**config.mk**
```make
export PLATFORM = sky130hd
export DESIGN_NAME = dcache_top
export DESIGN_NICKNAME = d
export VERILOG_FILES = /design/src/hw/cache_pkg.sv /design/src/hw/cache_fill_if.sv /design/src/hw/cache_fill_ctrl.sv /design/src/hw/cache_tag_array.sv /design/src/hw/cache_data_array.sv /design/src/hw/cache_access_ctrl.sv /design/src/hw/dcache_top.sv
export SDC_FILE = /design/constraint.sdc
export NUM_CORES = 2
export LEC_CHECK = 0
export ABC_AREA = 1
export BUFFER_PORTS_ARGS = -buffer_cell sky130_fd_sc_hd__buf_2
export CAP_MARGIN = 20
export CORE_MARGIN = 4
export CORE_UTILIZATION = 44
export CTS_CLUSTER_SIZE = 8
export DETAILED_ROUTE_END_ITERATION = 16
export PLACE_DENSITY = 0.64
export SYNTH_ARGS = -nofsm -noshare
export SYNTH_HDL_FRONTEND = slang
export SYNTH_HIERARCHICAL = 1
export SYNTH_SLANG_ARGS = --single-unit
```
**constraint.sdc**
```tcl
create_clock -name clk -period 8.91 [get_ports clk]
set_input_delay 0.4455 -clock clk [delete_from_list [all_inputs] [get_ports clk]]
set_output_delay 0.4455 -clock clk [all_outputs]
set_load 0.1 [all_outputs]
```
**src/hw/cache_pkg.sv**
```systemverilog
`default_nettype none

package cache_pkg;

  ////////////////////////////////////////////////////////////
  // Address and data geometry.
  ////////////////////////////////////////////////////////////
  localparam int ADDR_W      = 16; // Byte address width of the processor.
  localparam int WORD_W      = 16; // One data word is two bytes.
  localparam int BLOCK_WORDS = 8;  // A cache block holds eight words.
  localparam int OFFSET_W    = 4;  // Byte offset inside a 16-byte block.

  typedef logic [ADDR_W-1:0]            addr_t;     // Byte address.
  typedef logic [WORD_W-1:0]            word_t;     // Data word.
  typedef logic [OFFSET_W-2:0]          word_idx_t; // Word within a block, address bits 3 to 1.
  typedef logic [$clog2(BLOCK_WORDS):0] fill_cnt_t; // Counts filled words from 0 up to 8.

  ////////////////////////////////////////////////////////////
  // State encodings.
  ////////////////////////////////////////////////////////////
  typedef enum logic {
    FILL_IDLE, // Waiting for a miss.
    FILL_WAIT  // Fetching the block from memory.
  } fill_state_e;

  typedef enum logic [1:0] {
    ACC_IDLE,   // No CPU request in progress.
    ACC_LOOKUP, // Tag compare on the captured address.
    ACC_MISS,   // Block is being filled.
    ACC_ACK     // Word returned, waiting for req to drop.
  } access_state_e;

endpackage

`default_nettype wire

```
**src/hw/cache_fill_if.sv**
```systemverilog
`default_nettype none

// Write path from the line-fill machine into both arrays.
interface cache_fill_if;

  logic             data_we; // Write one word into the data array.
  logic             tag_we;  // Write the tag and set the valid bit.
  cache_pkg::addr_t wr_addr; // Tag and index pick the set, bits 3 to 1 pick the word.
  cache_pkg::word_t wr_data; // Word returned by memory.

  modport ctrl (
    output data_we,
    output tag_we,
    output wr_addr,
    output wr_data
  );

  modport array (
    input data_we,
    input tag_we,
    input wr_addr,
    input wr_data
  );

endinterface

`default_nettype wire

```
**src/hw/cache_fill_ctrl.sv**
```systemverilog
`default_nettype none

module cache_fill_ctrl (
  input  logic             clk,
  input  logic             arst_n,
  input  logic             miss_detected,  // One-cycle miss pulse from the access machine.
  input  cache_pkg::addr_t miss_addr,      // Address that missed.
  input  cache_pkg::word_t mem_data,       // Word returned by memory.
  input  logic             mem_data_valid, // One-cycle strobe for mem_data.
  output logic             fill_busy,      // High while a fill is in progress.
  output logic             mem_rd,         // Memory read request.
  output cache_pkg::addr_t mem_addr,       // Word address being fetched.
  cache_fill_if.ctrl       fill
);

  localparam int WORD_BYTES_I = cache_pkg::WORD_W / 8; // Bytes per word.
  localparam cache_pkg::addr_t WORD_BYTES  = cache_pkg::addr_t'(WORD_BYTES_I);
  localparam cache_pkg::addr_t BLOCK_BYTES =
    cache_pkg::addr_t'(cache_pkg::BLOCK_WORDS * WORD_BYTES_I);
  localparam cache_pkg::fill_cnt_t LAST_CNT = cache_pkg::fill_cnt_t'(cache_pkg::BLOCK_WORDS);

  cache_pkg::fill_state_e state;     // Current fill state.
  cache_pkg::fill_state_e nxt_state; // Next fill state.
  cache_pkg::fill_cnt_t   word_cnt;  // Words written so far.
  cache_pkg::addr_t       base_addr; // Block-aligned miss address.
  logic                   clr_cnt;   // Start a new fill.
  logic                   incr_cnt;  // One more word has arrived.
  logic                   chunks_filled; // All eight words are in the data array.

  assign base_addr = {miss_addr[cache_pkg::ADDR_W-1:cache_pkg::OFFSET_W],
                      {cache_pkg::OFFSET_W{1'b0}}}; // Clear the byte offset.
  assign chunks_filled = (word_cnt == LAST_CNT); // Count has reached a full block.

  ////////////////////////////////////////////////////////////
  // Word count, memory address and state registers.
  ////////////////////////////////////////////////////////////
  always_ff @(posedge clk or negedge arst_n) begin
    if (!arst_n) begin
      state    <= cache_pkg::FILL_IDLE; // Come out of reset idle.
      word_cnt <= '0;                   // No words filled.
      mem_addr <= '0;                   // Address is don't-care until a miss.
    end else begin
      state <= nxt_state; // Advance the machine.
      if (clr_cnt) begin
        word_cnt <= '0;        // Restart the count for the new block.
        mem_addr <= base_addr; // First word of the block.
      end else if (incr_cnt) begin
        word_cnt <= word_cnt + cache_pkg::fill_cnt_t'(1); // One more word in.
        mem_addr <= mem_addr + WORD_BYTES;                // Step to the next word.
      end
    end
  end

  ////////////////////////////////////////////////////////////
  // Next state and outputs.
  ////////////////////////////////////////////////////////////
  always_comb begin
    nxt_state    = state; // Hold by default.
    clr_cnt      = 1'b0;  // No restart unless a miss arrives.
    incr_cnt     = 1'b0;  // No word unless memory returns one.
    fill_busy    = 1'b0;  // Idle unless filling.
    mem_rd       = 1'b0;  // No memory read unless filling.
    fill.data_we = 1'b0;  // No data write by default.
    fill.tag_we  = 1'b0;  // No tag write by default.

    case (state)
      cache_pkg::FILL_IDLE: begin
        if (miss_detected) begin
          clr_cnt   = 1'b1;                 // Load the block base.
          fill_busy = 1'b1;                 // Busy from the miss cycle on.
          nxt_state = cache_pkg::FILL_WAIT; // Start fetching.
        end
      end

      cache_pkg::FILL_WAIT: begin
        if (chunks_filled) begin
          fill.tag_we = 1'b1;                 // Block complete, mark it valid.
          nxt_state   = cache_pkg::FILL_IDLE; // Let the lookup retry.
        end else begin
          fill_busy    = 1'b1;           // Stall the access machine.
          mem_rd       = 1'b1;           // Keep asking for the current word.
          fill.data_we = mem_data_valid; // Write each word as it arrives.
          incr_cnt     = mem_data_valid; // And count it.
        end
      end

      default: nxt_state = cache_pkg::FILL_IDLE; // Recover from an illegal state.
    endcase
  end

  assign fill.wr_data = mem_data; // Memory word goes straight into the array.
  // After the last word the address has run one block past the base, so step it back
  // for the tag write.
  assign fill.wr_addr = chunks_filled ? (mem_addr - BLOCK_BYTES) : mem_addr;

endmodule

`default_nettype wire

```
**src/hw/cache_tag_array.sv**
```systemverilog
`default_nettype none

module cache_tag_array #(
  parameter int SET_BITS = 4 // Index bits, 1 to 8.
) (
  input  logic             clk,
  input  logic             arst_n,
  input  cache_pkg::addr_t lookup_addr, // Address being looked up.
  output logic             hit,         // Valid tag match for lookup_addr.
  cache_fill_if.array      fill
);

  localparam int NUM_SETS = 1 << SET_BITS;                                   // Sets in the cache.
  localparam int TAG_W    = cache_pkg::ADDR_W - cache_pkg::OFFSET_W - SET_BITS; // Tag bits.

  typedef logic [TAG_W-1:0]    tag_t; // Stored tag.
  typedef logic [SET_BITS-1:0] set_t; // Set index.

  tag_t                tag_mem [NUM_SETS]; // One tag per set.
  logic [NUM_SETS-1:0] valid;              // One valid bit per set.
  set_t                wr_set;             // Set written by the fill.
  tag_t                wr_tag;             // Tag written by the fill.
  set_t                rd_set;             // Set picked by the lookup.
  tag_t                rd_tag;             // Tag of the lookup address.

  ////////////////////////////////////////////////////////////
  // Address fields.
  ////////////////////////////////////////////////////////////
  assign wr_set = fill.wr_addr[cache_pkg::OFFSET_W +: SET_BITS];   // Index of the filled block.
  assign wr_tag = fill.wr_addr[cache_pkg::ADDR_W-1 -: TAG_W];      // Tag of the filled block.
  assign rd_set = lookup_addr[cache_pkg::OFFSET_W +: SET_BITS];    // Index of the lookup.
  assign rd_tag = lookup_addr[cache_pkg::ADDR_W-1 -: TAG_W];       // Tag of the lookup.

  // Valid bits start cleared so nothing hits after reset.
  always_ff @(posedge clk or negedge arst_n) begin
    if (!arst_n) begin
      valid <= '0; // Empty cache.
    end else if (fill.tag_we) begin
      valid[wr_set] <= 1'b1; // Block is now present.
    end
  end

  always_ff @(posedge clk) begin
    if (fill.tag_we) begin
      tag_mem[wr_set] <= wr_tag; // Replace whatever block lived in this set.
    end
  end

  assign hit = valid[rd_set] && (tag_mem[rd_set] == rd_tag); // Direct-mapped compare.

endmodule

`default_nettype wire

```
**src/hw/cache_data_array.sv**
```systemverilog
`default_nettype none

module cache_data_array #(
  parameter int SET_BITS = 4 // Index bits, 1 to 8.
) (
  input  logic             clk,
  input  cache_pkg::addr_t rd_addr, // Word address to read.
  output cache_pkg::word_t rd_data, // Word at rd_addr.
  cache_fill_if.array      fill
);

  localparam int NUM_SETS = 1 << SET_BITS;                   // Sets in the cache.
  localparam int DEPTH    = NUM_SETS * cache_pkg::BLOCK_WORDS; // Words in the cache.
  localparam int IDX_W    = SET_BITS + $bits(cache_pkg::word_idx_t); // Set and word bits.

  typedef logic [IDX_W-1:0] idx_t; // Flat word index, set above word.

  cache_pkg::word_t    data_mem [DEPTH]; // Word storage.
  cache_pkg::word_idx_t wr_word;         // Word within the filled block.
  cache_pkg::word_idx_t rd_word;         // Word within the looked-up block.
  idx_t                wr_idx;           // Flat write index.
  idx_t                rd_idx;           // Flat read index.

  assign wr_word = fill.wr_addr[cache_pkg::OFFSET_W-1:1]; // Drop the byte bit.
  assign rd_word = rd_addr[cache_pkg::OFFSET_W-1:1];      // Drop the byte bit.
  assign wr_idx  = {fill.wr_addr[cache_pkg::OFFSET_W +: SET_BITS], wr_word}; // Set then word.
  assign rd_idx  = {rd_addr[cache_pkg::OFFSET_W +: SET_BITS], rd_word};      // Set then word.

  always_ff @(posedge clk) begin
    if (fill.data_we) begin
      data_mem[wr_idx] <= fill.wr_data; // One word per memory return.
    end
  end

  assign rd_data = data_mem[rd_idx]; // Asynchronous read for the lookup cycle.

endmodule

`default_nettype wire

```
**src/hw/cache_access_ctrl.sv**
```systemverilog
`default_nettype none

module cache_access_ctrl (
  input  logic             clk,
  input  logic             arst_n,
  input  logic             cpu_req,       // Four-phase request from the CPU.
  input  cache_pkg::addr_t cpu_addr,      // Byte address, stable while cpu_req is high.
  output logic             cpu_ack,       // Four-phase acknowledge.
  output cache_pkg::word_t cpu_data,      // Word returned with cpu_ack.
  input  logic             hit,           // Tag compare result for lookup_addr.
  input  cache_pkg::word_t rd_data,       // Data array word at lookup_addr.
  output logic             miss_detected, // Starts a block fill.
  output cache_pkg::addr_t miss_addr,     // Address to fill from.
  input  logic             fill_busy,     // Fill still running.
  output cache_pkg::addr_t lookup_addr    // Address driven into both arrays.
);

  cache_pkg::access_state_e state;     // Current access state.
  cache_pkg::access_state_e nxt_state; // Next access state.
  cache_pkg::addr_t         addr_q;    // Request address held for the whole transfer.

  ////////////////////////////////////////////////////////////
  // State register and transitions.
  ////////////////////////////////////////////////////////////
  always_ff @(posedge clk or negedge arst_n) begin
    if (!arst_n) begin
      state <= cache_pkg::ACC_IDLE; // No transfer after reset.
    end else begin
      state <= nxt_state; // Advance the machine.
    end
  end

  always_comb begin
    nxt_state = state; // Hold by default.
    case (state)
      cache_pkg::ACC_IDLE: begin
        if (cpu_req) nxt_state = cache_pkg::ACC_LOOKUP; // New request, compare next cycle.
      end
      cache_pkg::ACC_LOOKUP: begin
        nxt_state = hit ? cache_pkg::ACC_ACK : cache_pkg::ACC_MISS; // Return or fill.
      end
      cache_pkg::ACC_MISS: begin
        if (!fill_busy) nxt_state = cache_pkg::ACC_LOOKUP; // Block is in, try again.
      end
      cache_pkg::ACC_ACK: begin
        if (!cpu_req) nxt_state = cache_pkg::ACC_IDLE; // CPU saw the ack, drop it.
      end
      default: nxt_state = cache_pkg::ACC_IDLE; // Recover from an illegal state.
    endcase
  end

  ////////////////////////////////////////////////////////////
  // Address capture and returned word.
  ////////////////////////////////////////////////////////////
  always_ff @(posedge clk) begin
    if ((state == cache_pkg::ACC_IDLE) && cpu_req) begin
      addr_q <= cpu_addr; // Capture once at the start of the transfer.
    end
  end

  always_ff @(posedge clk) begin
    if ((state == cache_pkg::ACC_LOOKUP) && hit) begin
      cpu_data <= rd_data; // Word is held until the next hit.
    end
  end

  assign lookup_addr   = addr_q;                                   // Same address on every retry.
  assign miss_addr     = addr_q;                                   // Fill uses the block of addr_q.
  assign miss_detected = (state == cache_pkg::ACC_LOOKUP) && !hit; // One cycle per failed lookup.
  assign cpu_ack       = (state == cache_pkg::ACC_ACK);            // Decoded from the state flop.

endmodule

`default_nettype wire

```
**src/hw/dcache_top.sv**
```systemverilog
`default_nettype none

module dcache_top #(
  parameter int SET_BITS = 4 // Index bits, 16 sets by default.
) (
  input  logic             clk,
  input  logic             arst_n,
  input  logic             cpu_req,        // CPU request.
  input  cache_pkg::addr_t cpu_addr,       // CPU byte address.
  output logic             cpu_ack,        // CPU acknowledge.
  output cache_pkg::word_t cpu_data,       // Word returned to the CPU.
  output logic             mem_rd,         // Memory read request.
  output cache_pkg::addr_t mem_addr,       // Memory word address.
  input  cache_pkg::word_t mem_data,       // Memory read data.
  input  logic             mem_data_valid  // Memory data strobe.
);

  cache_pkg::addr_t lookup_addr;   // Address compared and read in the arrays.
  cache_pkg::addr_t miss_addr;     // Address handed to the fill machine.
  cache_pkg::word_t rd_data;       // Word read from the data array.
  logic             hit;           // Tag match.
  logic             miss_detected; // Fill request pulse.
  logic             fill_busy;     // Fill in progress.

  cache_fill_if fill_bus (); // Array write path.

  cache_access_ctrl u_access (
    .clk, .arst_n, .cpu_req, .cpu_addr, .cpu_ack, .cpu_data,
    .hit, .rd_data, .miss_detected, .miss_addr, .fill_busy, .lookup_addr
  );

  cache_fill_ctrl u_fill (
    .clk, .arst_n, .miss_detected, .miss_addr, .mem_data, .mem_data_valid,
    .fill_busy, .mem_rd, .mem_addr,
    .fill (fill_bus.ctrl)
  );

  cache_tag_array #(.SET_BITS(SET_BITS)) u_tags (
    .clk, .arst_n, .lookup_addr, .hit,
    .fill (fill_bus.array)
  );

  cache_data_array #(.SET_BITS(SET_BITS)) u_data (
    .clk,
    .rd_addr (lookup_addr),
    .rd_data,
    .fill    (fill_bus.array)
  );

endmodule

`default_nettype wire

```
==> flow_summary.json <==
{
  "status": "complete, no violations",
  "p_leak_nw": 36.7,
  "chipWidth_um": 464,
  "dieArea_um2": 216000,
  "groute.usage.overall": 0.224,
  "clockBufferDepth": 4,
  "grt_max_degree": 180,
  "io_buffers": 67,
  "drive_above_1_share": 0.0844,
  "tightestPinTransition_ps": 1240,
  "ant_nets": 0,
  "dp_hpwl_um": 128000,
  "grt_pass1_vias": 57156,
  "place_area_um2": 94300,
  "cts.sinks": 2245,
  "cts_resized": 0,
  "worst_path_most_repeated_cell": "nand3_1",
  "path_cells": "buf_4, buf_4, buf_4, buf_4, nand2_1, nand3_1, nand3_1, nand3_1, nand3_1, nand3_1, nand3_1, nand2_1",
  "dieHeight_um": 464,
  "clk_pin_slew_ps": 50,
  "synth_nets": 7733,
  "post_cts_buffers": 0,
  "fmax_mhz": 213,
  "holdBufCountCts": 22,
  "core-area_um2": 207000,
  "rows": 167,
  "min_path_cells": 1,
  "power_density_nw_per_um2": 262,
  "crit_slowest_cell": "buf_4",
  "floorplan.initialDensity": 0.443,
  "finalNonFillerCells": 10632,
  "end_kind": "register",
  "drtIter0Drc": 7271,
  "cp.required_ps": 9660,
  "drt-pass1-iter-count": 8,
  "cts_tree": "done",
  "grt_pass1_wl_um": 366000,
  "setup_viol": 0,
  "syn-cell-area_um2": 91700,
  "path_class": "reg2reg",
  "crit_arrival_ps": 5440,
  "ioPinCount": 70,
  "clk_latency_ps": 930,
  "hold_viol": 0,
  "rsz0062_at_grt": "no",
  "fin_crit_sh": 0.526,
  "yosys_warnings": 6,
  "fin_tns_setup_ps": 0,
  "numCtsBuffers": 331,
  "skew_ps": 81.5,
  "place_inst": 10227,
  "routedWlPerCell_um": 23.3,
  "viasPerCell": 5.68,
  "peakVddDrop_uv": 238,
  "slew_viol_final": 0,
  "drc": 0,
  "grt_overflow": 0,
  "finalWirelength_um": 248000,
  "cpPeakStageDelay_ps": 920,
  "timing.slew.headroom": 0.168,
  "finalWeightedCongestion": 0.828,
  "areaGrowthSynthToFinish_pct": 12.7,
  "antenna_found_initial": 7,
  "cap_violations": 0,
  "design_area_um2": 103000,
  "nets": 7838,
  "syn-instance-count": 7692,
  "start_kind": "register",
  "period_minus_slack_ps": 4690,
  "r2r_cells": 12,
  "cp_max_fo": 95,
  "avgSynthCellArea_um2": 11.9,
  "via_count": 60358,
  "root_buffer": "clkbuf_16",
  "htreeDepth": 5,
  "hp-class": "in2reg"
}
-- metal layers --
| layer | global-route usage | part of all wire |
|---|---|---|
| met1 | 0.316 | 0.41 |
| met2 | 0.345 | 0.46 |
| met3 | 0.0471 | 0.095 |
| met4 | 0.0810 | 0.034 |
| met5 | 0 | 0.00011 |
-- worst paths after layout --
check	start	endpoint	slack (ps)
worst max-delay path	u_access/lookup_addr[1]	u_access/cpu_data[11]	4220
worst min-delay path	mem_data[3]	u_data/data_mem[48][3]	50
worst max register to register	u_access/lookup_addr[1]	u_access/cpu_data[11]	4220
worst min register to register	u_tags/valid[13]	u_tags/valid[13]	460
max in group asynchronous	arst_n	u_fill/word_cnt[0]	8000
min in group asynchronous	arst_n	u_tags/valid[2]	240
-- where the power goes --
part           total [W]  internal (W)  switching (W)
sequential        0.0121        0.0119       0.000143
clock             0.0107       0.00664        0.00408
combinational    0.00429      0.000994        0.00330
-- stage by stage --
stage	setup WS (ps)	hold slack [ps]	util	total power, W
after global placement	4430	439	0.456	0.0164
after global routing	4030	44.8	0.499	0.0281
after floorplan	5270	150	-	0.0151
final	4220	52.6	0.499	0.0271
after CTS	4380	14.3	0.498	0.0272
after detailed placement	4390	447	0.456	0.0165
-- registers in the layout (all words and copies together) (netlist names) --
signal	flops
u_fill/mem_addr	15
u_tags/tag_mem	128
u_fill/word_cnt	4
u_data/data_mem	2048
u_access/lookup_addr	15
u_access/cpu_data	16
u_access/state	2
u_tags/valid	16
u_fill/state	1
-- layout make-up --
class / count / area, um^2
inverters: 125 / 509
multi-input cells: 4802 / 21100
flip-flops and latches: 2245 / 67200
clock inverters: 7 / 63.8
fillers: 17463 / 104000
repair buffers: 292 / 2300
diodes: 5 / 12.5
well taps: 2788 / 3490
clock buffers: 368 / 8570
-- cells in the final DEF, fill, tap and decap left out, types with 2 or more instances in the layout --
cell,count
buf_2,51
nor3_1,9
inv_1,110
nand2_1,2310
nor2_4,2
nand3_2,2
nand4_1,6
inv_2,7
or2_2,8
xor2_1,10
nand3_1,2130
inv_8,2
o31ai_1,2
dfrtp_1,38
clkinv_1,2
nand3b_1,4
o21ai_0,32
clkbuf_16,338
nand3_4,2
nor2_2,13
o21ai_1,10
o211ai_1,14
inv_6,4
a21oi_1,2
diode_2,5
ha_1,5
buf_12,12
clkbuf_1,30
edfxtp_1,2207
nand2_2,4
buf_4,204
nor2_1,231
dlygate4sd3_1,22
inv_4,3
-- critical path: cells and delay by family (launching register included) --
family	cells	cell delay, ps
buf+inv	4	2790
simple gates	8	1160
flops	1	310
Power figures use the tool's default switching activity.
